File: config.mk
export PLATFORM = sky130hd
export DESIGN_NAME = irq_encoder
export DESIGN_NICKNAME = d
export VERILOG_FILES = /design/src/fabric_pkg.sv /design/src/irq_encoder.sv
export VERILOG_INCLUDE_DIRS = /design/src /design/src/src
export SDC_FILE = /design/constraint.sdc
export NUM_CORES = 1
export LEC_CHECK = 0
export BUFFER_PORTS_ARGS = -buffer_cell sky130_fd_sc_hd__clkbuf_2
export CAP_MARGIN = 25
export CORE_AREA = 2 2 39 41
export CTS_CLUSTER_SIZE = 40
export DETAILED_ROUTE_END_ITERATION = 12
export DIE_AREA = 0 0 41 43
export PLACE_DENSITY = 0.42
export REMOVE_ABC_BUFFERS = 1
export SLEW_MARGIN = 0
export SYNTH_ARGS = -nofsm -noshare
export SYNTH_HDL_FRONTEND = slang
export SYNTH_SLANG_ARGS = --single-unit
File: constraint.sdc
create_clock -name sysclock -period 1.5 [get_ports sysclock]
set_clock_uncertainty 0.2 [all_clocks]
set_input_delay 0.075 -clock sysclock [delete_from_list [all_inputs] [get_ports sysclock]]
set_output_delay 0.075 -clock sysclock [all_outputs]
set_load 0.03 [all_outputs]
File: src/fabric_params.svh
`ifndef FABRIC_PARAMS_SVH
`define FABRIC_PARAMS_SVH

// byte address width of every bus port
`define FAB_ADDR_W 32

// shared memory depth in 32-bit words
`define FAB_MEM_WORDS 256

// region field of the byte address
`define FAB_REGION_MSB 31
`define FAB_REGION_LSB 28

// mapped regions, anything else faults
`define FAB_REGION_MEM 4'h0
`define FAB_REGION_CTRL 4'h1

`endif
File: src/fabric_pkg.sv
`include "fabric_params.svh"

package fabric_pkg;

  typedef struct packed {
    logic                   cyc;
    logic                   stb;
    logic                   we;
    logic [3:0]             sel;
    logic [`FAB_ADDR_W-1:0] adr;
    logic [31:0]            dat;
  } bus_req_t;

  typedef struct packed {
    logic        ack;  // single cycle pulse
    logic        err;
    logic [31:0] dat;
  } bus_rsp_t;

  typedef struct packed {
    logic        last;  // final word of a frame
    logic [31:0] dat;
  } pix_t;

  typedef enum logic [1:0] {
    REG_MEM,
    REG_CTRL,
    REG_NONE
  } region_e;

  typedef logic [2:0] irq_lvl_t;

  // merge new bytes into a word under sel
  function automatic logic [31:0] merge_bytes(input logic [31:0] old_w,
                                              input logic [31:0] new_w,
                                              input logic [3:0]  sel);
    logic [31:0] res;
    res = old_w;
    for (int i = 0; i < 4; i++) begin
      if (sel[i]) res[8*i +: 8] = new_w[8*i +: 8];
    end
    return res;
  endfunction

endpackage

File: src/irq_encoder.sv
module irq_encoder (
  input  logic                 sysclock,
  input  logic                 rst_i,
  input  logic                 int_en_i,
  input  logic                 fault_i,
  input  logic [5:0]           irq_lines_i,
  output fabric_pkg::irq_lvl_t irq_o
);
  import fabric_pkg::*;

  irq_lvl_t lvl;

  // fixed priority, fault first
  always_comb begin
    casez ({fault_i, irq_lines_i})
      7'b1??????: lvl = 3'd1;
      7'b01?????: lvl = 3'd5;
      7'b001????: lvl = 3'd4;
      7'b0001???: lvl = 3'd3;
      7'b00001??: lvl = 3'd2;
      7'b000001?: lvl = 3'd6;
      7'b0000001: lvl = 3'd7;
      default:    lvl = 3'd0;
    endcase
  end

  always_ff @(posedge sysclock or posedge rst_i) begin
    if (rst_i) begin
      irq_o <= 3'd0;
    end else begin
      irq_o <= int_en_i ? lvl : 3'd0;
    end
  end

endmodule

==> metrics.txt <==
run status=completed; Setup CP Type=in2reg; Die ar.=1760 um^2; Fin Setup TNS=0 ns; Port Buffers=12; Sinks on Clock Net=3; CTS tree=built; Core Util, Final=23.7%; cell area after synthesis=141 um^2; CP arrival=1.20 ns; Synthesis Warnings=0; layout cells sized above 1=39.5%; I/O pins=13; Required @ worst endpoint=1.41 ns; Hold Path Class=in2reg; max reg flops=3; most common cell after layout, fill and taps aside=clkbuf_2; Num CTS Buffers=3; Syn Area/Cell=10.1 um^2; number of fill cells in the layout=168; initial antenna violation count=0; count of final setup violators=0; count of final max-slew check failures=0; vias in the first global route=153; Worst VDD drop=0.000156 V; Yosys cell types=10; f_max=774 MHz; met1 usage=6.82%; max-cap viol count=0; GPL Wtd Cong=0.637; routed via count=188; Final ANT Viol Nets=0; Worst Setup Start Kind=input port; die extent in x=41 um; Clock Pin Slew Worst Setup and Hold Paths=0.04 ns; global-route wire length before repair=593 um; Iter 0 DRT Violations=9; Tmin final=1.29 ns; gr busiest metal=met4; Hold Vio Cnt, Final=0; Critical Path Sink Type=flop; M2 GR Usage=5.00%; WL/cell=8.30 um; commonest non-fill, non-tap cells in the layout=clkbuf_2 (12), dlygate4sd3_1 (8), clkbuf_4 (3), dfrtp_1 (3); CP max FO=3; final net count=49; Static Leakage=0.158 nW; met3 usage=4.71%; Routed WL=448 um; CTS root buffer=clkbuf_4; gr usage total=5.84%; Initial Util=10.2%; H-tree levels=1; Synth Instances=14; Worst-Margin Slew=0.257 ns; deepest clock path buffer count=2; post-CTS setup buffer count=0; drc violations=0; grt total ovfl=0; area grow syn2layout=132%; DP HPWL=349 um; RSZ-0062 raised after global routing=false; Top Registers=irq_o x3; most flop-heavy register=irq_o; Yosys reg bits=3; Antenna Cells=0; pwr dens=869 nW/um^2; Hold WS=0.00600 ns; routed vias/inst=3.48; pin count of the biggest net entering global routing=5; Core Region=1380 um^2; sequential-to-total area share from yosys stat=53.1%; row cnt=14; Slew headroom=82.6%; final period utilization=86.2%; die extent in y=43 um; DRT Pass-1 Iters=5
[per-layer routing]
layer	wire, um	up-vias
met5	0	-
met3	86	0
met4	0	0
met2	149	17
met1	211	72
li1	-	99
[Yosys cell counts (all sizes together)]
cell type / instances / share of area (%)
o41a: 1 / 8.0
nor2b: 1 / 4.4
o21ai: 1 / 3.5
nor2: 2 / 5.3
dfrtp: 3 / 53
a21oi: 1 / 3.5
nand2b: 1 / 4.4
inv: 1 / 2.7
nor4b: 1 / 6.2
nor4: 2 / 8.8
[where the power goes]
part	total, W	switching (W)	internal (W)
clock network	0.000143	0.0000431	0.0000998
logic	0.0000557	0.0000257	0.0000299
registers	0.0000862	0.000000885	0.0000853
[worst max-delay path: stages]
cell           delay [ns]
dlygate4sd3_1        0.53
clkbuf_2             0.11
nor2b_1              0.12
o41a_1               0.36
[path summary, 6_finish.rpt]
kind	slack, ns	cells past startpoint	start	endpoint
worst max-delay path	0.21	4	irq_lines_i[3]	irq_o[0]
worst min-delay path	0.006	3	irq_lines_i[1]	irq_o[2]
max in group asynchronous	0.94	3	rst_i	irq_o[1]
min in group asynchronous	0.03	3	rst_i	irq_o[0]
[layout make-up]
type / count / area [um^2] / share of cell area (%)
clock buffer: 4 / 26.3 / 8.02
inverter: 1 / 3.75 / 1.15
multi-input combinational: 10 / 62.6 / 19.1
sequential: 3 / 75.1 / 22.9
tap: 16 / 20.0 / 6.11
timing repair buffer: 20 / 140 / 42.7
[through the flow]
step / power, W / std cells / setup slack, ns / cell area, um^2
2_1_floorplan: 0.000105 / 14 / 0.646 / 141
3_3_place_gp: 0.000128 / 42 / 0.514 / 221
3_5_place_dp: 0.000127 / 42 / 0.520 / 221
4_1_cts: 0.000292 / 54 / 0.211 / 328
5_1_grt: 0.000306 / 54 / 0.179 / 328
6_report: 0.000285 / 54 / 0.207 / 328
[logic make-up after synthesis]
kind of cell	Yosys count	synth area share [%]
buf+inv	1	2.65
flops	3	53.1
compound gates	3	15.0
simple gates	7	29.2
[repair_timing]
action,in CTS,in global routing
gates resized for setup,0,0
setup endpoints to repair,0,0
hold endpoints to repair,6,0
hold buffers,8,0
(Power assumes the default switching activity.)
