## src/fabric_params.svh

```systemverilog
`ifndef FABRIC_PARAMS_SVH
`define FABRIC_PARAMS_SVH

// byte address width of every bus port
`define FAB_ADDR_W 32

// shared memory depth in 32-bit words
`define FAB_MEM_WORDS 256

// region field of the byte address
`define FAB_REGION_MSB 31
`define FAB_REGION_LSB 28

// mapped regions, anything else faults
`define FAB_REGION_MEM 4'h0
`define FAB_REGION_CTRL 4'h1

`endif
```

## src/fabric_pkg.sv

```systemverilog
`include "fabric_params.svh"

package fabric_pkg;

  typedef struct packed {
    logic                   cyc;
    logic                   stb;
    logic                   we;
    logic [3:0]             sel;
    logic [`FAB_ADDR_W-1:0] adr;
    logic [31:0]            dat;
  } bus_req_t;

  typedef struct packed {
    logic        ack;  // single cycle pulse
    logic        err;
    logic [31:0] dat;
  } bus_rsp_t;

  typedef struct packed {
    logic        last;  // final word of a frame
    logic [31:0] dat;
  } pix_t;

  typedef enum logic [1:0] {
    REG_MEM,
    REG_CTRL,
    REG_NONE
  } region_e;

  typedef logic [2:0] irq_lvl_t;

  // merge new bytes into a word under sel
  function automatic logic [31:0] merge_bytes(input logic [31:0] old_w,
                                              input logic [31:0] new_w,
                                              input logic [3:0]  sel);
    logic [31:0] res;
    res = old_w;
    for (int i = 0; i < 4; i++) begin
      if (sel[i]) res[8*i +: 8] = new_w[8*i +: 8];
    end
    return res;
  endfunction

endpackage

```

## src/video_fetch.sv

```systemverilog
`include "fabric_params.svh"

module video_fetch (
  input  logic                 sysclock,
  input  logic                 rst_i,
  input  logic [31:0]          base_i,
  input  logic [31:0]          len_i,
  input  logic                 en_i,
  input  fabric_pkg::bus_rsp_t rsp_i,
  input  logic                 pix_ready_i,
  output fabric_pkg::bus_req_t req_o,
  output fabric_pkg::pix_t     pix_o,
  output logic                 pix_valid_o
);
  import fabric_pkg::*;

  logic [31:0] addr_q;  // word index of next read
  logic [31:0] cnt_q;   // position within frame
  logic        pend_q;
  logic        valid_q;
  pix_t        pix_q;
  logic        pop;
  logic        is_last;
  logic        issue;
  logic        done;

  assign pop = valid_q & pix_ready_i;
  assign is_last = (cnt_q + 32'd1) >= len_i;
  assign done = pend_q & rsp_i.ack;
  // one read in flight, only when the output word has room
  assign issue = en_i & ~pend_q & (~valid_q | pop);

  always_comb begin
    req_o = '0;
    req_o.cyc = pend_q;
    req_o.stb = pend_q;
    req_o.sel = 4'hf;
    req_o.adr = {addr_q[`FAB_ADDR_W-3:0], 2'b00};
  end

  always_ff @(posedge sysclock or posedge rst_i) begin
    if (rst_i) begin
      addr_q <= 32'd0;
      cnt_q <= 32'd0;
      pend_q <= 1'b0;
      valid_q <= 1'b0;
    end else begin
      if (issue) begin
        pend_q <= 1'b1;
      end else if (done) begin
        pend_q <= 1'b0;
      end

      if (done) begin
        valid_q <= 1'b1;
      end else if (pop) begin
        valid_q <= 1'b0;
      end

      if (done) begin
        if (is_last) begin  // wrap to start of frame
          addr_q <= base_i;
          cnt_q <= 32'd0;
        end else begin
          addr_q <= addr_q + 32'd1;
          cnt_q <= cnt_q + 32'd1;
        end
      end else if (!en_i && !pend_q) begin
        addr_q <= base_i;  // restart from base on next enable
        cnt_q <= 32'd0;
      end
    end
  end

  always_ff @(posedge sysclock) begin
    if (done) begin
      pix_q.last <= is_last;
      pix_q.dat <= rsp_i.dat;
    end
  end

  assign pix_o = pix_q;
  assign pix_valid_o = valid_q;

endmodule

```

## config.mk

```make
export PLATFORM = sky130hd
export DESIGN_NAME = video_fetch
export DESIGN_NICKNAME = d
export VERILOG_FILES = /design/src/fabric_pkg.sv /design/src/video_fetch.sv
export VERILOG_INCLUDE_DIRS = /design/src /design/src/src
export SDC_FILE = /design/constraint.sdc
export NUM_CORES = 1
export LEC_CHECK = 0
export BUFFER_PORTS_ARGS = -buffer_cell sky130_fd_sc_hd__buf_4
export CORE_MARGIN = 3
export CORE_UTILIZATION = 51
export CTS_CLUSTER_SIZE = 30
export DETAILED_ROUTE_END_ITERATION = 10
export MAX_ROUTING_LAYER = met4
export PLACE_DENSITY = 0.81
export SLEW_MARGIN = 40
export SYNTH_ARGS = -nofsm -noshare
export SYNTH_HDL_FRONTEND = slang
export SYNTH_SLANG_ARGS = --single-unit
```

## constraint.sdc

```tcl
create_clock -name sysclock -period 4.8 [get_ports sysclock]
set_input_delay 0.24 -clock sysclock [delete_from_list [all_inputs] [get_ports sysclock]]
set_output_delay 0.24 -clock sysclock [all_outputs]
set_load 0.01 [all_outputs]
```

==> run summary <==
Outcome = completed
Placed cell area = 0.00723 mm^2
Die Height = 114 um
Relative slew slack = 48.8%
Fraction of layout cells with a size suffix above 1 = 26.7%
# DRC = 0
Switch share = 31.8%
Area leader, netlist = dfrtp_1
CTS tree = done
Setup crit start = cnt_q[8]
Drt pass-1 iters = 5
Core area = 0.0111 mm^2
Vias in the first global route = 5,026
Total CTS buffers = 9
Number of synthesized flops with an enable pin = 33
Yosys warnings = 0
Mapped cell area = 0.00597 mm^2
Clk pwr share = 30.5%
Hold Vio Cnt, Final = 0
Post-DP HPWL = 11.9 mm
First-pass GRT wire length = 24.5 mm
Largest cells by area after synthesis = dfrtp_1, edfxtp_1, ha_1
Internal power = 1.59 mW
GRT Total Usage = 23.9%
WP data required = 5.01 ns
Type of the worst setup path = register to register
#FFs+latches synth = 97
GR Overflow Total = 0
Post-synthesis sequential area ratio = 43.5%
Cells after synthesis = 615
Slew Viols, Final = 0
I/O pin count = 207
Largest net degree at the start of global routing = 65
Setup Viol. Count Final = 0
Overall Power = 2.34 mW
I/O Buffers = 164
DR vias = 5,267
Setup_tns = 0 ns
Ys async rst share = 66.0%
Crit path arrival time = 4.76 ns
Main flop type after synthesis = dfrtp_1
Initial core utilization = 53.6%
Post-synth cell types = 55
Power per cell area = 309 mW/mm^2
CP max FO = 20
Period utilisation layout = 94.8%
Min cycle time layout = 4.55 ns
Post-layout util = 67.9%
Switching pwr = 744 uW
Worst R2R Setup Slack = 0.25 ns
Max VDD drop = 0.210 mV
Final nets = 909
Post-CTS setup buffer count = 0
Clock Tree Root = clkbuf_16
Max Freq = 220 MHz
Post-route ant nets = 0
Routed len/inst = 17.3 um
N_diodes = 0
Clock sinks = 97
Hold crit path type = input port to async pin
Post-route cell area = 0.00755 mm^2
CTS H-tree lvls = 3
Hold buffer count at cts = 0
Reg clk slew, reported paths = 0.08 ns
DR iter-0 viols = 360
Initial antenna violation count = 0
Worst-margin pin slew = 0.752 ns
DRT Wirelength = 15.9 mm
Total of max-cap violations = 0
Worst-case clock buffer depth = 2
Synth top area share = 26.8%
Routability-driven placement congestion ratio = 0.900
Die footprint = 0.0130 mm^2
Syn avg cell area = 9.70 um^2
Post-cts resize count = 0
Gate power share = 24.2%
Leakage = 3.67 nW
Clk_lat worst skew = 0.35 ns
FP Rows = 38
Setup crit end kind = register
Synth-to-Final Area Change = 26.6%
RSZ-0062 raised after global routing = no
Vias per cell = 5.74
Startpoint types = register
Min Hold Slack = 0.0269 ns
Sequential share of power = 45.3%
Worst r2r src = cnt_q[8]
Clock skew = 0.00841 ns
Die width = 114 um
-- flip-flops by register name, summed over array words and instances, names as in the netlist --
| register | flops |
|---|---|
| addr_q | 30 |
| pix_o | 33 |
| pix_valid_o | 1 |
| cnt_q | 32 |
| pend_q | 1 |
-- critical path, stage by stage, from the launching register on --
cell	delay, ns
dfrtp_1	0.44
nand4_1	0.15
or4_1	0.51
or2_1	0.35
nor2_2	0.17
and3_1	0.22
xor2_1	0.21
ha_1	0.30
a21o_1	0.21
a221o_1	0.36
a221oi_2	0.36
o21ai_2	0.15
nor3_4	0.29
buf_12	0.20
buf_4	0.21
mux2i_1	0.20
a2bb2oi_1	0.08
-- placed cells by master (no fill, tap or decap), drive strengths merged, types with 9 or more instances in the layout --
master,count
a31oi,12
xor2,14
mux2i,13
inv,53
buf,178
a21oi,33
nor4,9
dfrtp,64
nor3,9
nand3,35
nor2,26
a221o,10
nand2,47
clkbuf,9
ha,34
a2bb2oi,12
and3,17
edfxtp,33
nand4,17
o21ai,26
conb,39
a22o,17
xnor2,16
-- final timing paths --
path / cells past startpoint / to
max: 16 / addr_q[4]
min: 3 / addr_q[22]
max reg2reg: 16 / addr_q[4]
min reg2reg: 1 / cnt_q[31]
max in group asynchronous: 3 / cnt_q[7]
min in group sysclock: 1 / pix_o[24]
-- metrics by stage --
step	worst slack, ns	cells
after floorplan	0.557	652
after global placement	0.371	902
after detailed placement	0.154	902
after CTS	0.123	918
after global routing	0.00120	918
final	0.252	918
-- power by group through the flow --
stage,Sequential (mW),Clock (mW),Combinational [mW]
finish,1.06,0.712,0.565
CTS,1.06,0.725,0.565
floorplan,1.08,0,0.284
global route,1.07,0.755,0.614
global placement,1.07,0,0.549
detailed placement,1.07,0,0.562
-- synthesized netlist by cell type (all sizes together), types with 2 or more instances --
| master | n |
|---|---|
| dfrtp | 64 |
| buf | 53 |
| inv | 49 |
| nand2 | 47 |
| nand3 | 35 |
| ha | 34 |
| a21oi | 33 |
| edfxtp | 33 |
| nor2 | 26 |
| o21ai | 26 |
| a22o | 17 |
| and3 | 17 |
| nand4 | 17 |
| xnor2 | 16 |
| clkbuf | 15 |
| xor2 | 14 |
| mux2i | 13 |
| a2bb2oi | 12 |
| a31oi | 12 |
| a221o | 10 |
| nor3 | 9 |
| nor4 | 9 |
| a21o | 7 |
| and4 | 6 |
| o211ai | 4 |
| or4 | 4 |
| a22oi | 3 |
| and2 | 3 |
| nand2b | 3 |
| a221oi | 2 |
| a311o | 2 |
| conb | 2 |
| nor3b | 2 |
| o22a | 2 |
| o22ai | 2 |
| or2 | 2 |
| or3 | 2 |
-- kinds of logic after synthesis --
family	count (synthesis)	synth area share, %
other	2	0.126
and+or+nand+nor	183	16.1
xor gates and xnor gates	30	4.40
adders and majority gates	34	7.13
buffers and inverters	117	10.3
AOI/OAI and AO/OA	138	16.0
DFF	97	43.5
muxes	14	2.37
-- cell type report --
| cell class | count | area [um^2] |
|---|---|---|
| clock buffers | 9 | 225 |
| repair buffers | 178 | 1370 |
| fillers | 871 | 3570 |
| multi-input cells | 438 | 2940 |
| flip-flops and latches | 97 | 2590 |
| inverters | 49 | 184 |
| well taps | 140 | 175 |
| clock inverters | 7 | 70.1 |
-- per-layer routing --
metal  part of all wire [%]  GRT usage (%)
met1                     41           29.2
met2                     50           40.6
met3                    7.9           3.65
met4                    1.7           8.39
met5                      0              -
No activity file was read; power rests on OpenSTA's default activity.
