## src/fabric_params.svh

```systemverilog
`ifndef FABRIC_PARAMS_SVH
`define FABRIC_PARAMS_SVH

// byte address width of every bus port
`define FAB_ADDR_W 32

// shared memory depth in 32-bit words
`define FAB_MEM_WORDS 256

// region field of the byte address
`define FAB_REGION_MSB 31
`define FAB_REGION_LSB 28

// mapped regions, anything else faults
`define FAB_REGION_MEM 4'h0
`define FAB_REGION_CTRL 4'h1

`endif
```

## src/fabric_pkg.sv

```systemverilog
`include "fabric_params.svh"

package fabric_pkg;

  typedef struct packed {
    logic                   cyc;
    logic                   stb;
    logic                   we;
    logic [3:0]             sel;
    logic [`FAB_ADDR_W-1:0] adr;
    logic [31:0]            dat;
  } bus_req_t;

  typedef struct packed {
    logic        ack;  // single cycle pulse
    logic        err;
    logic [31:0] dat;
  } bus_rsp_t;

  typedef struct packed {
    logic        last;  // final word of a frame
    logic [31:0] dat;
  } pix_t;

  typedef enum logic [1:0] {
    REG_MEM,
    REG_CTRL,
    REG_NONE
  } region_e;

  typedef logic [2:0] irq_lvl_t;

  // merge new bytes into a word under sel
  function automatic logic [31:0] merge_bytes(input logic [31:0] old_w,
                                              input logic [31:0] new_w,
                                              input logic [3:0]  sel);
    logic [31:0] res;
    res = old_w;
    for (int i = 0; i < 4; i++) begin
      if (sel[i]) res[8*i +: 8] = new_w[8*i +: 8];
    end
    return res;
  endfunction

endpackage

```

## src/mem_arbiter.sv

```systemverilog
module mem_arbiter (
  input  logic                 sysclock,
  input  logic                 rst_i,
  input  fabric_pkg::bus_req_t cpu_req_i,
  input  fabric_pkg::bus_req_t vid_req_i,
  input  fabric_pkg::bus_rsp_t mem_rsp_i,
  output fabric_pkg::bus_rsp_t cpu_rsp_o,
  output fabric_pkg::bus_rsp_t vid_rsp_o,
  output fabric_pkg::bus_req_t mem_req_o
);

  logic cpu_want;
  logic vid_want;
  logic pick_vid;
  logic gnt_cpu;
  logic gnt_vid;
  logic busy_q;
  logic owner_q;  // 1 = video
  logic last_q;   // owner of previous transfer, 1 = video

  assign cpu_want = cpu_req_i.cyc & cpu_req_i.stb;
  assign vid_want = vid_req_i.cyc & vid_req_i.stb;

  // on contention whoever did not go last wins
  assign pick_vid = vid_want & (~cpu_want | ~last_q);

  assign gnt_vid = busy_q ? owner_q : pick_vid;
  assign gnt_cpu = busy_q ? ~owner_q : (cpu_want & ~pick_vid);

  always_ff @(posedge sysclock or posedge rst_i) begin
    if (rst_i) begin
      busy_q <= 1'b0;
      owner_q <= 1'b0;
      last_q <= 1'b0;
    end else if (mem_rsp_i.ack) begin
      busy_q <= 1'b0;
      last_q <= owner_q;
    end else if (!busy_q && (gnt_cpu || gnt_vid)) begin
      busy_q <= 1'b1;
      owner_q <= gnt_vid;
    end
  end

  always_comb begin
    mem_req_o = gnt_vid ? vid_req_i : cpu_req_i;
    mem_req_o.cyc = mem_req_o.cyc & (gnt_cpu | gnt_vid);
    mem_req_o.stb = mem_req_o.stb & (gnt_cpu | gnt_vid);
  end

  always_comb begin
    cpu_rsp_o = mem_rsp_i;
    cpu_rsp_o.ack = mem_rsp_i.ack & gnt_cpu;
    cpu_rsp_o.err = mem_rsp_i.err & gnt_cpu;
    vid_rsp_o = mem_rsp_i;
    vid_rsp_o.ack = mem_rsp_i.ack & gnt_vid;
    vid_rsp_o.err = mem_rsp_i.err & gnt_vid;
  end

endmodule

```

## config.mk

```make
export PLATFORM = sky130hd
export DESIGN_NAME = mem_arbiter
export DESIGN_NICKNAME = d
export VERILOG_FILES = /design/src/fabric_pkg.sv /design/src/mem_arbiter.sv
export VERILOG_INCLUDE_DIRS = /design/src /design/src/src
export SDC_FILE = /design/constraint.sdc
export NUM_CORES = 1
export LEC_CHECK = 0
export BUFFER_PORTS_ARGS = -buffer_cell sky130_fd_sc_hd__buf_2
export CAP_MARGIN = 20
export CORE_AREA = 2 2 122 124
export DETAILED_ROUTE_END_ITERATION = 6
export DIE_AREA = 0 0 124 126
export PLACE_DENSITY = 0.52
export RECOVER_POWER = 50
export SYNTH_ARGS = -nofsm -noshare
export SYNTH_HDL_FRONTEND = slang
export SYNTH_SLANG_ARGS = --single-unit
```

## constraint.sdc

```tcl
create_clock -name sysclock -period 5.6 [get_ports sysclock]
set_clock_uncertainty 0.05 [all_clocks]
set_input_delay 1.12 -clock sysclock [delete_from_list [all_inputs] [get_ports sysclock]]
set_output_delay 1.12 -clock sysclock [all_outputs]
set_load 0.1 [all_outputs]
```

==> out/summary.txt, run 1 <==
Run status: complete, no violations
Wire length of the first global-routing pass: 7890 um
Clock tree root buffer cell: clkbuf_16
Post-CTS resize count: 0
Busiest metal layer after global routing: met2
Max_cap viols: 0
Die height: 126 um
Met3 Track Usage GR: 1.31%
Net count reported at finish: 500
Floorplan die area: 15600 sq um
Initial antenna violation count: 1
Met1 Usage GRT: 6.32%
Area leader, netlist: mux2_2
Most frequent cell after synthesis: buf_4
Maximum clock path buffer count: 2
Hold Violations, Final: 0
Async set or reset register ratio after synthesis: 100%
Final core utilization: 17.3%
Share of power burned in the clock network: 12.7%
Max frequency: 0.250 GHz
Total of endpoints with negative setup slack in the final report: 0
Remaining global-route overflow: 0
Maximum number of pins on one net before global-route repair: 38
Startpoint type of the worst setup path: input pin
Synthesized instance count: 167
Filler cell count in the final layout: 1663
Detailed Route WL: 5870 um
Net Sw Frac: 68.2%
Post-detailed-placement half-perimeter wirelength: 5250 um
Post-Syn Area per Cell: 9.69 sq um
YS warnings: 0
Cell area after synthesis: 1620 sq um
Tot Pwr: 0.884 mW
Total number of vias: 1754
Unique cell type count in the Yosys netlist: 20
Worst Setup End Kind: primary output
Max-slew violations: 0
Synth area leaders: mux2_2, buf_4, mux2_4, buf_6, dfrtp_1
Level count of the clock H-tree: 1
Buffers on Ports: 220
Num ports: 317
Share of cells above drive strength 1: 91.6%
Sinks on the clock net: 3
Clock tree from TritonCTS: done
CTS buffer count: 3
Cell-internal power: 0.281 mW
Worst hold path type: reg -> reg
Synth top cells by count: buf_4, mux2_2, mux2_4
R2r worst-path depth: 1
Nets in the synthesized netlist: 345
Area fraction of the dominant cell type after synthesis: 43.1%
Sum of negative setup slack: 0 ns
Pwr/cell area: 357 nW/um^2
Starting Density: 11.3%
Setup fix buffers added after clock tree synthesis: 0
Overall track demand over capacity in global routing: 6.35%
Setup repair after global routing missed its margin: false
P_leak: 1.30 nW
Count of TritonRoute iterations in the first routing pass: 3
VDD IR max: 0.0800 mV
Net Switching: 0.603 mW
Most frequently used flop master after synthesis: dfrtp_1
Rows: 44
Share of the clock period used by the worst path: 71.4%
Number of global-route vias before repair: 1713
Slew margin rel.: 22.2%
Final worst path period need: 4.00 ns
Met2 usage: 12.9%
Source-to-sink clock delay at the later pin of the worst-skew pair: 0.22 ns
Share of total power in sequential cells: 3.7%
Comb power frac: 83.6%
WP data arrival: 2.83 ns
Area inside the core boundary: 14300 sq um
Clock-pin slew on the worst setup and hold paths: 0.03 ns
Portion of the post-synthesis area used by sequential elements: 4.64%
Area Growth Syn to Fin: 52.9%
Initial detailed-routing violation count: 38
Critical Path RT: 4.43 ns
Post-detailed-route count of antenna-violating nets: 0
Flops & latches, synth: 3
Mean number of vias per cell: 3.47
Maximum net fanout on the critical path: 37
Worst Setup Path Type: in -> out
Diodes inserted: 0
Drt wl/cell: 11.6 um
Residual DRC: 0
Number of flops mapped to enable cells by yosys: 0
Actual transition at the worst max-transition pin: 1.17 ns
Worst hold path cell count: 1
Chip width: 124 um
Number of buffers inserted by hold repair at cts: 0
Routability cong.: 0.722
==> worst max-delay path: stages <==
cell and delay, ns:
clkbuf_1 0.12, nand2_1 0.15, o31ai_4 0.25, buf_4 0.45, mux2_2 0.41, buf_2 0.30
==> cells in the final DEF (no fill, tap or decap), drive strengths merged <==
cell type  netlist  layout
a31oi            1       1
and3             1       1
buf             71     218
o41ai            1       1
nand3b           1       1
o31ai            2       2
a21oi            1       1
dfrtp            3       3
nand2            3       3
mux2i            2       2
o22ai            1       1
and2             4       4
mux2            70      70
inv              2       2
clkbuf           1       8
and3b            1       1
o21bai           2       2
==> power groups by stage <==
| stage | registers [mW] | logic (mW) | clock network (mW) |
|---|---|---|---|
| 6_report | 0.0327 | 0.740 | 0.112 |
| 5_1_grt | 0.0336 | 0.767 | 0.116 |
| 4_1_cts | 0.0327 | 0.745 | 0.114 |
| 3_5_place_dp | 0.0329 | 0.744 | 0 |
| 3_3_place_gp | 0.0325 | 0.743 | 0 |
| 2_1_floorplan | 0.0286 | 0.866 | 0 |
==> flip-flops by register name, indices dropped and copies added (netlist names) <==
| register | cells |
|---|---|
| busy_q | 1 |
| last_q | 1 |
| owner_q | 1 |
==> metal layers <==
layer	share of wire, %	up-vias
met5	0	-
met4	1.5	0
met3	13	19
met2	51	145
met1	34	762
li1	-	828
==> kinds of logic (layout without fill, tap and decap cells) <==
| family | after synthesis | count (layout) | share of synthesized area, % |
|---|---|---|---|
| buffers and inverters | 74 | 228 | 35.2 |
| AO/OA/AOI/OAI | 8 | 8 | 4.33 |
| AND/OR/NAND/NOR | 10 | 10 | 4.02 |
| multiplexers | 72 | 72 | 51.8 |
| flip-flops | 3 | 3 | 4.64 |
==> area by class of cell <==
cell class | count | area (sq um) | share of cell area (%)
repair buffers | 222 | 1110 | 44.9
multi-input cells | 90 | 973 | 39.3
well taps | 184 | 230 | 9.30
clock buffers | 4 | 78.8 | 3.18
flip-flops and latches | 3 | 75.1 | 3.03
inverters | 2 | 7.51 | 0.303
==> path summary, 6_finish.rpt <==
check / start / slack (ns) / to
setup / recovery: vid_req_i[70] / 1.60 / mem_req_o[2]
hold reg to reg: last_q$_DFFE_PP0P_ / 0.49 / last_q$_DFFE_PP0P_
hold / removal: last_q$_DFFE_PP0P_ / 0.49 / last_q$_DFFE_PP0P_
setup reg to reg: busy_q$_DFFE_PP0P_ / 4.56 / owner_q$_DFFE_PP0P_
max in group asynchronous: rst_i / 4.65 / owner_q$_DFFE_PP0P_
min in group asynchronous: rst_i / 0.72 / busy_q$_DFFE_PP0P_
==> per-stage QoR <==
| stage | hold slack (ns) | area, sq um | setup WS [ns] | cells |
|---|---|---|---|---|
| 2_1_floorplan | 0.446 | 1620 | 1.75 | 167 |
| 3_3_place_gp | 0.480 | 2400 | 1.62 | 501 |
| 3_5_place_dp | 0.490 | 2400 | 1.62 | 501 |
| 4_1_cts | 0.496 | 2480 | 1.62 | 505 |
| 5_1_grt | 0.518 | 2480 | 1.45 | 505 |
| 6_report | 0.491 | 2480 | 1.60 | 505 |
(Power assumes the default switching activity.)
==> inputs of run 2 (changes only) <==
--- a/config.mk
+++ b/config.mk
@@ -6,12 +6,13 @@
 export SDC_FILE = /design/constraint.sdc
 export NUM_CORES = 1
 export LEC_CHECK = 0
+export ABC_AREA = 1
 export BUFFER_PORTS_ARGS = -buffer_cell sky130_fd_sc_hd__buf_2
 export CAP_MARGIN = 20
 export CORE_AREA = 2 2 122 124
 export DETAILED_ROUTE_END_ITERATION = 6
 export DIE_AREA = 0 0 124 126
-export PLACE_DENSITY = 0.52
+export PLACE_DENSITY = 0.57
 export RECOVER_POWER = 50
 export SYNTH_ARGS = -nofsm -noshare
 export SYNTH_HDL_FRONTEND = slang
==> constraint.sdc (replaced) <==
create_clock -name sysclock -period 3.3 [get_ports sysclock]
set_clock_uncertainty 0.05 [all_clocks]
set_input_delay 0.66 -clock sysclock [delete_from_list [all_inputs] [get_ports sysclock]]
set_output_delay 0.66 -clock sysclock [all_outputs]
set_load 0.1 [all_outputs]
==> run 2 against run 1 <==
Total power rose to 2.5 times the previous value. Highest routed layer unchanged. Global-route usage up 2.8 points. Utilization up 10 points. Count of clock-buffer cells in the layout stayed put. Die area did not move. Register-to-register slack lost 2.4 ns. Largest cell class unchanged.
==> out/summary.txt, run 2 <==
Critical Path RT: 2.59 ns
Hold Violations, Final: 0
Residual DRC: 0
Level count of the clock H-tree: 1
Nets in the synthesized netlist: 512
Area taken by multi-input logic gates: 1260 sq um
Final worst path period need: 2.81 ns
Max-slew violations: 0
Sum of negative setup slack: 0 ns
Buffers on Ports: 220
Max frequency: 0.356 GHz
Met2 usage: 15.5%
Starting Density: 14.7%
Clock tree from TritonCTS: done
Worst Setup Path Type: in -> out
Share of cells above drive strength 1: 59.2%
Maximum clock path buffer count: 2
YS warnings: 0
Most frequently used flop master after synthesis: dfrtp_1
Detailed Route WL: 7990 um
Number of global-route vias before repair: 2376
Max_cap viols: 0
Critical Path Most Common Cell: nand2_1
Drt wl/cell: 12.1 um
Clock-pin slew on the worst setup and hold paths: 0.03 ns
Flops & latches, synth: 3
Portion of the post-synthesis area used by sequential elements: 3.56%
Wire length of the first global-routing pass: 11700 um
Synth area leaders: nand2_1, nand3_2, buf_4, buf_12, nand3_1
Run status: complete, no violations
Worst Setup End Kind: primary output
Overall track demand over capacity in global routing: 9.20%
CP max-delay cell: buf_12
Busiest metal layer after global routing: met2
Chip width: 124 um
Share of the clock period used by the worst path: 85.1%
Die height: 126 um
VDD IR max: 0.301 mV
Synth top cells by count: nand2_1, buf_4, nand3_2
Sequential cell area: 75.1 sq um
Maximum number of pins on one net before global-route repair: 73
Setup fix buffers added after clock tree synthesis: 0
Routability cong.: 0.826
Area Growth Syn to Fin: 86.4%
Comb power frac: 89.4%
Post-CTS resize count: 0
Cell-internal power: 0.855 mW
Floorplan die area: 15600 sq um
Area fraction of the dominant cell type after synthesis: 26.9%
Number of instances in the placed design: 655
Area leader, netlist: nand2_1
Count of TritonRoute iterations in the first routing pass: 4
Largest stage delay, worst path: 0.29 ns
Area inside the core boundary: 14300 sq um
Worst path cell trace: clkbuf_1, nand2_1, inv_1, nand2_1, nand2_4, nand2_4, buf_12, nand2_1, nor2_1, buf_12
Bufs and invs on worst path: 4
Met1 Usage GRT: 10.6%
Rows: 44
Maximum net fanout on the critical path: 72
CP top delay family: simple AND/OR/NAND/NOR gates
Async set or reset register ratio after synthesis: 100%
Synthesized instance count: 334
Unique cell type count in the Yosys netlist: 19
Register-to-Register Setup Slack: 2.15 ns
Setup repair after global routing missed its margin: false
Slew margin rel.: 63.8%
Number of flops mapped to enable cells by yosys: 0
Remaining global-route overflow: 0
Net Sw Frac: 62.0%
Diodes inserted: 0
Total number of vias: 2537
Post-Syn Area per Cell: 6.31 sq um
Mean number of vias per cell: 3.85
Num ports: 317
Post-detailed-route count of antenna-violating nets: 0
Initial detailed-routing violation count: 83
CTS buffer count: 3
Most common library cell in the layout ignoring fill and taps: nand2_1
Filler cell count in the final layout: 1570
WP data arrival: 2.10 ns
Startpoint type of the worst setup path: input pin
Pwr/cell area: 573 nW/um^2
P_leak: 2.14 nW
Initial antenna violation count: 0
RR Startpoint: busy_q$_DFFE_PP0P_
Registers with the highest flip-flop counts: busy_q: 1 flops, last_q: 1 flops, owner_q: 1 flops
Post-route insts no fill: 659
Total of endpoints with negative setup slack in the final report: 0
Number of buffers inserted by hold repair at cts: 0
Clock tree root buffer cell: clkbuf_16
Source-to-sink clock delay at the later pin of the worst-skew pair: 0.22 ns
Net Switching: 1.40 mW
Sinks on the clock net: 3
Met3 Track Usage GR: 3.80%
Actual transition at the worst max-transition pin: 0.546 ns
Most frequent cell after synthesis: nand2_1
Worst hold path type: in -> async
Cell area after synthesis: 2110 sq um
Critical Path Source: vid_req_i[70]
Share of total power in sequential cells: 2.2%
Top library cells by usage in the layout, fill and taps aside: nand2_1, buf_2, buf_12
Share of power burned in the clock network: 8.4%
Post-detailed-placement half-perimeter wirelength: 6580 um
Net count reported at finish: 654
-- run 2: changes by cell type after synthesis, moves of 2 or more --
cell,previous run,this run
o21bai_1,2,0
nand3_1,0,22
inv_1,2,5
buf_4,64,66
mux2i_1,2,0
buf_2,0,3
nand3_2,0,50
nor2_1,0,6
and2_1,4,0
mux2_4,8,0
buf_12,0,6
nand2_1,3,151
clkbuf_4,0,4
mux2_2,62,0
-- run 2: path summary, 6_finish.rpt --
check                                      end  cells after the start
setup / recovery                 cpu_rsp_o[32]                     10
hold / removal              busy_q$_DFFE_PP0P_                      2
setup reg to reg           owner_q$_DFFE_PP0P_                      4
hold reg to reg            owner_q$_DFFE_PP0P_                      2
max in group asynchronous   last_q$_DFFE_PP0P_                      2
min in group sysclock      owner_q$_DFFE_PP0P_                      2
-- run 2: power groups by stage --
stage	registers, mW	clock network [mW]	logic [mW]
after floorplan	0.0475	0	1.70
after global placement	0.0493	0	2.02
after detailed placement	0.0495	0	2.03
after CTS	0.0494	0.191	2.03
after global routing	0.0506	0.197	2.09
final	0.0493	0.188	2.01
-- run 2: layout make-up --
class	instances	share of cell area (%)
clock buffer	4	2.01
inverter	6	0.573
multi-input combinational	237	32.1
sequential	3	1.91
tap	184	5.86
timing repair buffer	225	57.5
-- run 2: cells by family after synthesis --
group	count (synthesis)	share of synthesized area [%]
compound gates	2	0.475
buf+inv	94	36.9
flops	3	3.56
simple gates	235	59.1
-- run 2: worst register-to-register path: cells and delay by family, from the launching register on --
family,cells,cell delay (ns)
and+or+nand+nor,3,0.58
DFF,1,0.36
buffers and inverters,1,0.11
-- run 2: per-stage QoR --
stage               power (mW)  hold WS (ns)  util [%]  cell area, sq um  setup WS, ns
global placement          2.07         0.439      26.9              3850         0.499
floorplan                 1.74         0.364         -              2110         0.165
global route              2.34         0.271      27.4              3930         0.301
finish                    2.25         0.258      27.4              3930         0.491
detailed placement        2.08         0.450      26.9              3850         0.469
CTS                       2.27         0.265      27.4              3930         0.470
-- run 2: routing by layer --
| metal | routed length, um | vias to the layer above |
|---|---|---|
| met3 | 990 | 26 |
| met1 | 2980 | 1082 |
| li1 | - | 1270 |
| met4 | 201 | 0 |
| met5 | 0 | - |
| met2 | 3820 | 159 |
