**config.mk**
```make
export PLATFORM = sky130hd
export DESIGN_NAME = bus_decoder
export DESIGN_NICKNAME = d
export VERILOG_FILES = /design/src/fabric_pkg.sv /design/src/bus_decoder.sv
export VERILOG_INCLUDE_DIRS = /design/src /design/src/src
export SDC_FILE = /design/constraint.sdc
export NUM_CORES = 1
export LEC_CHECK = 0
export BUFFER_PORTS_ARGS = -buffer_cell sky130_fd_sc_hd__buf_4
export CAP_MARGIN = 25
export CORE_AREA = 2 2 108 110
export CTS_BUF_LIST = sky130_fd_sc_hd__clkbuf_8
export DETAILED_ROUTE_END_ITERATION = 8
export DIE_AREA = 0 0 110 112
export HOLD_SLACK_MARGIN = 0.12
export PLACE_DENSITY = 0.9
export SLEW_MARGIN = 10
export SYNTH_ARGS = -nofsm -noshare
export SYNTH_HDL_FRONTEND = slang
export SYNTH_SLANG_ARGS = --single-unit
```
**constraint.sdc**
```tcl
create_clock -name sysclock -period 5.4 [get_ports sysclock]
set_input_delay 0.54 -clock sysclock [delete_from_list [all_inputs] [get_ports sysclock]]
set_output_delay 0.54 -clock sysclock [all_outputs]
set_load 0.05 [all_outputs]
```
**src/fabric_params.svh**
```systemverilog
`ifndef FABRIC_PARAMS_SVH
`define FABRIC_PARAMS_SVH

// byte address width of every bus port
`define FAB_ADDR_W 32

// shared memory depth in 32-bit words
`define FAB_MEM_WORDS 256

// region field of the byte address
`define FAB_REGION_MSB 31
`define FAB_REGION_LSB 28

// mapped regions, anything else faults
`define FAB_REGION_MEM 4'h0
`define FAB_REGION_CTRL 4'h1

`endif
```
**src/fabric_pkg.sv**
```systemverilog
`include "fabric_params.svh"

package fabric_pkg;

  typedef struct packed {
    logic                   cyc;
    logic                   stb;
    logic                   we;
    logic [3:0]             sel;
    logic [`FAB_ADDR_W-1:0] adr;
    logic [31:0]            dat;
  } bus_req_t;

  typedef struct packed {
    logic        ack;  // single cycle pulse
    logic        err;
    logic [31:0] dat;
  } bus_rsp_t;

  typedef struct packed {
    logic        last;  // final word of a frame
    logic [31:0] dat;
  } pix_t;

  typedef enum logic [1:0] {
    REG_MEM,
    REG_CTRL,
    REG_NONE
  } region_e;

  typedef logic [2:0] irq_lvl_t;

  // merge new bytes into a word under sel
  function automatic logic [31:0] merge_bytes(input logic [31:0] old_w,
                                              input logic [31:0] new_w,
                                              input logic [3:0]  sel);
    logic [31:0] res;
    res = old_w;
    for (int i = 0; i < 4; i++) begin
      if (sel[i]) res[8*i +: 8] = new_w[8*i +: 8];
    end
    return res;
  endfunction

endpackage

```
**src/bus_decoder.sv**
```systemverilog
`include "fabric_params.svh"

module bus_decoder (
  input  logic                 sysclock,
  input  logic                 rst_i,
  input  fabric_pkg::bus_req_t cpu_req_i,
  input  fabric_pkg::bus_rsp_t mem_rsp_i,
  output fabric_pkg::bus_rsp_t cpu_rsp_o,
  output fabric_pkg::bus_req_t mem_req_o,
  output logic [31:0]          vid_base_o,
  output logic [31:0]          vid_len_o,
  output logic                 vid_en_o,
  output logic                 int_en_o,
  output logic                 fault_o
);
  import fabric_pkg::*;

  region_e     region;
  logic        cpu_act;
  logic        local_start;
  logic [31:0] ctrl_rd;
  logic        ack_q;
  logic        err_q;
  logic [31:0] rdat_q;
  logic [31:0] base_q;
  logic [31:0] len_q;
  logic [1:0]  ctl_q;  // bit 1 int_en, bit 0 video enable
  logic        fault_q;

  always_comb begin
    case (cpu_req_i.adr[`FAB_REGION_MSB:`FAB_REGION_LSB])
      `FAB_REGION_MEM:  region = REG_MEM;
      `FAB_REGION_CTRL: region = REG_CTRL;
      default:          region = REG_NONE;
    endcase
  end

  assign cpu_act = cpu_req_i.cyc & cpu_req_i.stb;
  // ctrl and unmapped accesses complete here, no restart during the ack cycle
  assign local_start = cpu_act & (region != REG_MEM) & ~ack_q;

  always_comb begin
    mem_req_o = cpu_req_i;
    mem_req_o.stb = cpu_req_i.stb & (region == REG_MEM);
  end

  always_comb begin
    case (cpu_req_i.adr[3:2])
      2'd0:    ctrl_rd = base_q;
      2'd1:    ctrl_rd = len_q;
      2'd2:    ctrl_rd = {30'd0, ctl_q};
      default: ctrl_rd = 32'd0;
    endcase
  end

  always_ff @(posedge sysclock or posedge rst_i) begin
    if (rst_i) begin
      ack_q <= 1'b0;
      err_q <= 1'b0;
      base_q <= 32'd0;
      len_q <= 32'd0;
      ctl_q <= 2'b00;
      fault_q <= 1'b0;
    end else begin
      ack_q <= local_start;
      if (local_start) begin
        err_q <= (region == REG_NONE);
      end
      if (local_start && region == REG_NONE) begin
        fault_q <= 1'b1;  // sticky until a mapped access
      end else if (cpu_act && region != REG_NONE) begin
        fault_q <= 1'b0;
      end
      if (local_start && region == REG_CTRL && cpu_req_i.we) begin
        case (cpu_req_i.adr[3:2])
          2'd0: base_q <= merge_bytes(base_q, cpu_req_i.dat, cpu_req_i.sel);
          2'd1: len_q <= merge_bytes(len_q, cpu_req_i.dat, cpu_req_i.sel);
          2'd2: begin
            if (cpu_req_i.sel[0]) ctl_q <= cpu_req_i.dat[1:0];
          end
          default: ;
        endcase
      end
    end
  end

  always_ff @(posedge sysclock) begin
    if (local_start) begin
      rdat_q <= (region == REG_CTRL) ? ctrl_rd : 32'd0;
    end
  end

  // local ack and memory ack never overlap, one transaction at a time
  always_comb begin
    cpu_rsp_o = mem_rsp_i;
    if (ack_q) begin
      cpu_rsp_o.ack = 1'b1;
      cpu_rsp_o.err = err_q;
      cpu_rsp_o.dat = rdat_q;
    end
  end

  assign vid_base_o = base_q;
  assign vid_len_o = len_q;
  assign vid_en_o = ctl_q[0];
  assign int_en_o = ctl_q[1];
  assign fault_o = fault_q;

endmodule

```
==> results of run 1 <==
==> registers in the layout (all words and copies together) (netlist names) <==
register and count:
ack_q 1, ctl_q 2, err_q 1, fault_o 1, rdat_q 32, vid_base_o 32, vid_len_o 32
==> power by group through the flow <==
stage | clock (mW) | combinational [mW] | sequential [mW]
floorplan | 0 | 0.290 | 0.880
global placement | 0 | 0.400 | 0.845
detailed placement | 0 | 0.409 | 0.847
CTS | 0.507 | 0.410 | 0.831
global route | 0.541 | 0.424 | 0.834
finish | 0.497 | 0.406 | 0.830
==> worst max-delay path by stage <==
stage                  start  slack, ns  depth (start not counted)             to
6_report               ack_q       2.92                          2  cpu_rsp_o[32]
5_1_grt                ack_q       2.82                          2  cpu_rsp_o[11]
4_1_cts                ack_q       2.86                          2  cpu_rsp_o[32]
3_5_place_dp   cpu_req_i[61]       2.72                          4   vid_len_o[6]
3_3_place_gp   cpu_req_i[61]       2.74                          4  vid_base_o[1]
2_1_floorplan          ack_q       2.39                          4      rdat_q[0]
==> worst max-delay path: cells and delay by family (launching register included) <==
kind	cells	cell delay [ns]
DFF	1	0.95
muxes	1	0.43
buffers and inverters	1	0.19
==> logic make-up after synthesis <==
| family | Yosys count |
|---|---|
| buf+inv | 90 |
| simple gates | 57 |
| compound gates | 36 |
| mux | 101 |
| flops | 101 |
==> routing by layer <==
metal	part of all wire [%]	up-vias	track usage [%]
li1	-	1627	-
met1	37	1855	25.6
met2	53	174	37.8
met3	7.1	37	3.57
met4	2.5	0	9.03
met5	0	-	0
==> final cells by class <==
type | count | share of cell area (%)
clock buffers | 9 | 1.86
clock inverters | 7 | 1.22
inverters | 3 | 0.169
multi-input cells | 194 | 27.3
flip-flops and latches | 101 | 40.4
well taps | 143 | 2.69
repair buffers | 231 | 26.4
==> placed cells by master, fill, tap and decap left out, types with 2 or more instances in the layout <==
cell,count
clkinv_4,2
o21ai_0,2
nor2_1,31
mux2i_1,2
dfrtp_1,68
mux2_2,96
a22oi_1,30
nor4_4,8
clkbuf_8,9
or2_2,3
nand2_1,2
nand3_1,4
inv_6,3
inv_1,2
edfxtp_1,32
mux2_1,3
buf_4,230
==> per-stage QoR <==
stage | hold WS (ns) | setup WS [ns] | cells | total power, mW | area [um^2]
2_1_floorplan | 0.468 | 2.39 | 385 | 1.17 | 5110
3_3_place_gp | 0.508 | 2.74 | 671 | 1.25 | 6420
3_5_place_dp | 0.512 | 2.72 | 672 | 1.26 | 6450
4_1_cts | 0.395 | 2.86 | 688 | 1.75 | 6650
5_1_grt | 0.396 | 2.82 | 688 | 1.80 | 6650
6_report | 0.413 | 2.92 | 688 | 1.73 | 6650
==> impl_metrics.tcl, run 1 <==
set metrics [dict create \
    r2r_end "vid_len_o[6]" \
    first_pass_iters 4 \
    htreeDepth 3 \
    clock_path_buffers 2 \
    cts_sinks 101 \
    nNetsFinal 647 \
    ios 279 \
    synth_top_cell_by_area "dfrtp_1" \
    p_int_mw 1.17 \
    powerDensity_nw_per_um2 260 \
    drt-wirelength-per-cell_um 19.2 \
    synth_nets 492 \
    portBuffers 226 \
    setup-tns-final_ns 0 \
    drv_cap 0 \
    drt_iter0_drc 113 \
    hold_viol_final 0 \
    finalCritPeriodShare_pct 46.0 \
    finalMaxSlewViolations 0 \
    die_height_um 112 \
    worstHoldStart "cpu_req_i[69]" \
    r2r_start "ack_q" \
    grt_pass1_vias 3835 \
    synth_area_um2 5110 \
    r2r_slack_ns 2.93 \
    clkTransAtPathRegs_ns 0.09 \
    dp_hpwl_um 9550 \
    vias 3693 \
    drcViolationCount 0 \
    fillers 886 \
    fin_util_pct 59.5 \
    clock-skew-final_ns 0.0159 \
    start_util_pct 45.7 \
    avgSynthCellArea_um2 13.3 \
    rows 39 \
    hold_class "primary input to flip-flop" \
    synth_area_leaders "dfrtp_1, mux2_2, edfxtp_1" \
    grt_overflow 0 \
    cts_tree "yes" \
    drive_gt1_share_pct 66.1 \
    synth_compound_area_share_pct 5.15 \
    seq_area_um2 2690 \
    muxShareOfSynthArea_pct 22.2 \
    areaGrowthSynthToFinish_pct 30.3 \
    wirelength_um 13200 \
    crit_fanout 35 \
    power_frac_comb_pct 23.4 \
    status "finished clean" \
    worst_pin_slew_ns 0.894 \
    p_sw_share_pct 32.6 \
    synth_top_family_by_area "multiplexers" \
    core_um2 11200 \
    hold_path_depth 2 \
    via_per_inst 5.37 \
    track_usage_pct 21.5 \
    yosysMostFrequentCell "mux2_2" \
    cts_made_buffers 9 \
    crit_chain "mux2_2, buf_4" \
    synthAdderAreaFrac_pct 0 \
    ff2ff_path_depth 3 \
    p_leak_nw 3.17 \
    cp_data_required_time_ns 4.86 \
    multiInputGateArea_um2 1820 \
    p_switching_mw 0.565 \
    min_to "fault_o" \
    yosys.area_share.simple_pct 7.87 \
    cts_hold_buf 0 \
    synthCells 385 \
    worstSetupEndpointType "output pin" \
    ys_types 28 \
    post-route-min-period_ns 2.48 \
    antenna_found_initial 0 \
    cts_root_buffer "clkbuf_8" \
    synth_common_cells "mux2_2, buf_4, dfrtp_1" \
    cp_slowest_cell "dfrtp_2" \
    max_stage_delay_ns 0.95 \
    grt_pass1_wl_um 19900 \
    rsz0062_at_grt "false" \
    cts_setup_buffers 0 \
    fmax_ghz 0.403 \
    crit_path_start_kind "flip-flop" \
    synthArstFlopShare_pct 68.3 \
    cts_resized 0 \
    cp.arrival_ns 1.94 \
    synth_xor_area_share_pct 0 \
    seq_area_frac_synth_pct 52.6 \
    clock_latency_ns 0.37 \
    synth-warning-count 0 \
    ir_worst_vdd_mv 0.158 \
    synth_flop_cell "dfrtp_1" \
    crit_type "flip-flop to output pin" \
    seqPwrFrac_pct 47.9 \
    die_x_um 110 \
    antenna_cells 0 \
    place_congestion 0.785 \
    setup_viol 0 \
    postRouteAntennaNets 0 \
    yosys_register_bits 101 \
    dieArea_um2 12300 \
    grt_max_degree 70 \
    synth_top_area_share_pct 33.8 \
    slew_headroom_pct 40.4 \
    pwr-share-clk_pct 28.7 \
    synth_edf_count 32 \
]
(Power assumes the default switching activity.)
==> inputs of run 2 (changes only) <==
--- a/config.mk
+++ b/config.mk
@@ -6,14 +6,14 @@
 export SDC_FILE = /design/constraint.sdc
 export NUM_CORES = 1
 export LEC_CHECK = 0
+export ABC_AREA = 1
 export BUFFER_PORTS_ARGS = -buffer_cell sky130_fd_sc_hd__buf_4
 export CAP_MARGIN = 25
-export CORE_AREA = 2 2 108 110
+export CORE_UTILIZATION = 43
 export CTS_BUF_LIST = sky130_fd_sc_hd__clkbuf_8
 export DETAILED_ROUTE_END_ITERATION = 8
-export DIE_AREA = 0 0 110 112
 export HOLD_SLACK_MARGIN = 0.12
-export PLACE_DENSITY = 0.9
+export PLACE_DENSITY = 0.87
 export SLEW_MARGIN = 10
 export SYNTH_ARGS = -nofsm -noshare
 export SYNTH_HDL_FRONTEND = slang
==> constraint.sdc (replaced) <==
create_clock -name sysclock -period 2.05 [get_ports sysclock]
set_input_delay 0.205 -clock sysclock [delete_from_list [all_inputs] [get_ports sysclock]]
set_output_delay 0.205 -clock sysclock [all_outputs]
set_load 0.05 [all_outputs]
==> run 2 against run 1 <==
Against the previous run:
- global-route usage grew 2.1 points
- sequential power rose to 2.6 times the previous value
- critical endpoint unchanged
- worst hold slack worse by 0.26 ns
- power grew to 2.6 times the previous value
- cell area up 8.8%
- sequential share of layout area is 3.3 points lower
- combinational power rose to 2.9 times the previous value
- via count rose by 36%
==> impl_metrics.tcl, run 2 <==
set metrics [dict create \
    vias 5027 \
    fmax_ghz 0.535 \
    worstHoldStart "cpu_req_i[20]" \
    nNetsFinal 928 \
    cts_sinks 101 \
    setup-tns-final_ns 0 \
    synth_flop_cell "dfrtp_1" \
    track_usage_pct 23.6 \
    placed_area_um2 6740 \
    final_cell_mix "nand2_1, buf_4, dfrtp_1, nand4_1" \
    clkTransAtPathRegs_ns 0.08 \
    drv_cap 0 \
    start_util_pct 44.7 \
    layout_commonest_cell "nand2_1" \
    synthCells 648 \
    crit_fanout 22 \
    cp_slowest_cell "dfrtp_1" \
    antenna_cells 0 \
    grt_overflow 0 \
    setup_viol 0 \
    place_congestion 0.822 \
    grt_max_degree 70 \
    via_per_inst 5.06 \
    hold_viol_final 0 \
    crit_path_start_kind "flip-flop" \
    crit_top_cell "buf_4" \
    clock_path_buffers 2 \
    crit_family "buffers and inverters" \
    hold_path_depth 3 \
    drive_gt1_share_pct 32.9 \
    yosys_register_bits 101 \
    die_height_um 115 \
    ios 279 \
    path_buf_inv 4 \
    max_stage_delay_ns 0.39 \
    ys_types 25 \
    synth-warning-count 0 \
    cts_made_buffers 9 \
    worstSetupEndpointType "output pin" \
    cts_root_buffer "clkbuf_8" \
    dieArea_um2 13200 \
    crit_chain "buf_8, clkinv_1, buf_4, o21ai_0, buf_4" \
    crit_type "flip-flop to output pin" \
    dp_hpwl_um 10600 \
    synth_top_area_share_pct 31.6 \
    first_pass_iters 5 \
    slew_headroom_pct 72.6 \
    synth_nets 755 \
    status "finished clean" \
    clock-skew-final_ns 0.0171 \
    r2r_start "ack_q" \
    rows 40 \
    worst_pin_slew_ns 0.411 \
    crit_cells 5 \
    synth_top_cell_by_area "dfrtp_1" \
    finalMaxSlewViolations 0 \
    powerDensity_nw_per_um2 620 \
    grt_pass1_vias 4690 \
    antenna_found_initial 0 \
    grt_pass1_wl_um 24000 \
    core_um2 12200 \
    hold_class "primary input to flip-flop" \
    synth_common_cells "nand2_1, buf_4, dfrtp_1" \
    ir_worst_vdd_mv 0.288 \
    rsz0062_at_grt "false" \
    postRouteAntennaNets 0 \
    die_x_um 115 \
    drt_iter0_drc 252 \
    post-route-min-period_ns 1.87 \
    power.total_mw 4.49 \
    clock_latency_ns 0.36 \
    synth_area_um2 5460 \
    drt-wirelength-per-cell_um 15.7 \
    cp_data_required_time_ns 1.85 \
    drcViolationCount 0 \
    critPathLaunch "ack_q" \
    synthArstFlopShare_pct 68.3 \
    synth_edf_count 32 \
    ff2ff_path_depth 8 \
    wirelength_um 15600 \
    areaGrowthSynthToFinish_pct 32.5 \
    yosysMostFrequentCell "nand2_1" \
    htreeDepth 3 \
    synth_area_leaders "dfrtp_1, nand2_1, edfxtp_1" \
    p_leak_nw 3.66 \
    seq_area_frac_synth_pct 49.2 \
    avgSynthCellArea_um2 8.43 \
    finalCritPeriodShare_pct 91.2 \
    cp.arrival_ns 1.66 \
    portBuffers 226 \
    cts_tree "yes" \
    fin_area_um2 7240 \
]
[run 2: cell types whose count changed in the layout (fill, tap and decap cells not counted), moves of 29 or more]
| cell | delta |
|---|---|
| a22oi_1 | -30 |
| nand2_1 | +300 |
| nand4_1 | +66 |
| mux2_2 | -96 |
| a21oi_1 | +29 |
| dlygate4sd3_1 | +32 |
[run 2: final cells by class]
class	count	area, um^2
fill	1075	4970
timing repair buffer	272	2190
clock inverter	7	42.5
clock buffer	9	124
sequential	101	2690
tap	168	210
multi-input combinational	424	1940
inverter	13	48.8
[run 2: worst paths after layout]
kind	slack, ns	endpoint
setup / recovery	0.18	cpu_rsp_o[32]
hold / removal	0.15	vid_len_o[20]
setup reg to reg	0.34	vid_base_o[27]
hold reg to reg	0.51	vid_base_o[8]
max in group asynchronous	1.27	ack_q
min in group asynchronous	0.48	vid_base_o[24]
[run 2: cell families after synthesis]
family,share of synthesized area (%)
and+or+nand+nor,32.3
buffers and inverters,15.4
DFF,49.2
AOI/OAI and AO/OA,3.14
[run 2: tightest hold or removal path: stages]
cell and delay [ns]:
buf_4 0.11, nand4_1 0.08, nand2_1 0.07
[run 2: metrics by stage]
step | util [%] | hold WS [ns] | cells | setup slack [ns]
final | 59.3 | 0.148 | 994 | 0.181
after global routing | 59.3 | 0.144 | 994 | 0.0630
after CTS | 59.2 | 0.123 | 993 | 0.0596
after detailed placement | 55.2 | 0.324 | 945 | 0.389
after global placement | 55.2 | 0.316 | 945 | 0.439
after floorplan | - | 0.354 | 648 | 0.105
[run 2: what timing repair did]
| item | CTS | global route |
|---|---|---|
| resized for setup | 1 | 1 |
| hold endpoints to repair | 129 | 0 |
| hold buffers | 32 | 0 |
| setup endpoints to repair | 1 | 1 |
| buffers inserted | 0 | 1 |
[run 2: report_power, final]
group / internal [mW] / switching [mW] / total [mW]
registers: 2.13 / 0.0355 / 2.17
clock network: 0.436 / 0.689 / 1.12
logic: 0.379 / 0.815 / 1.19
total: 2.95 / 1.54 / 4.49
[run 2: metal layers]
metal	vias up	GRT usage, %	wire (um)
met5	-	0	0
met4	0	10.7	490
met3	44	3.07	952
met2	224	41.9	8310
met1	2352	28.5	5840
li1	2407	-	-
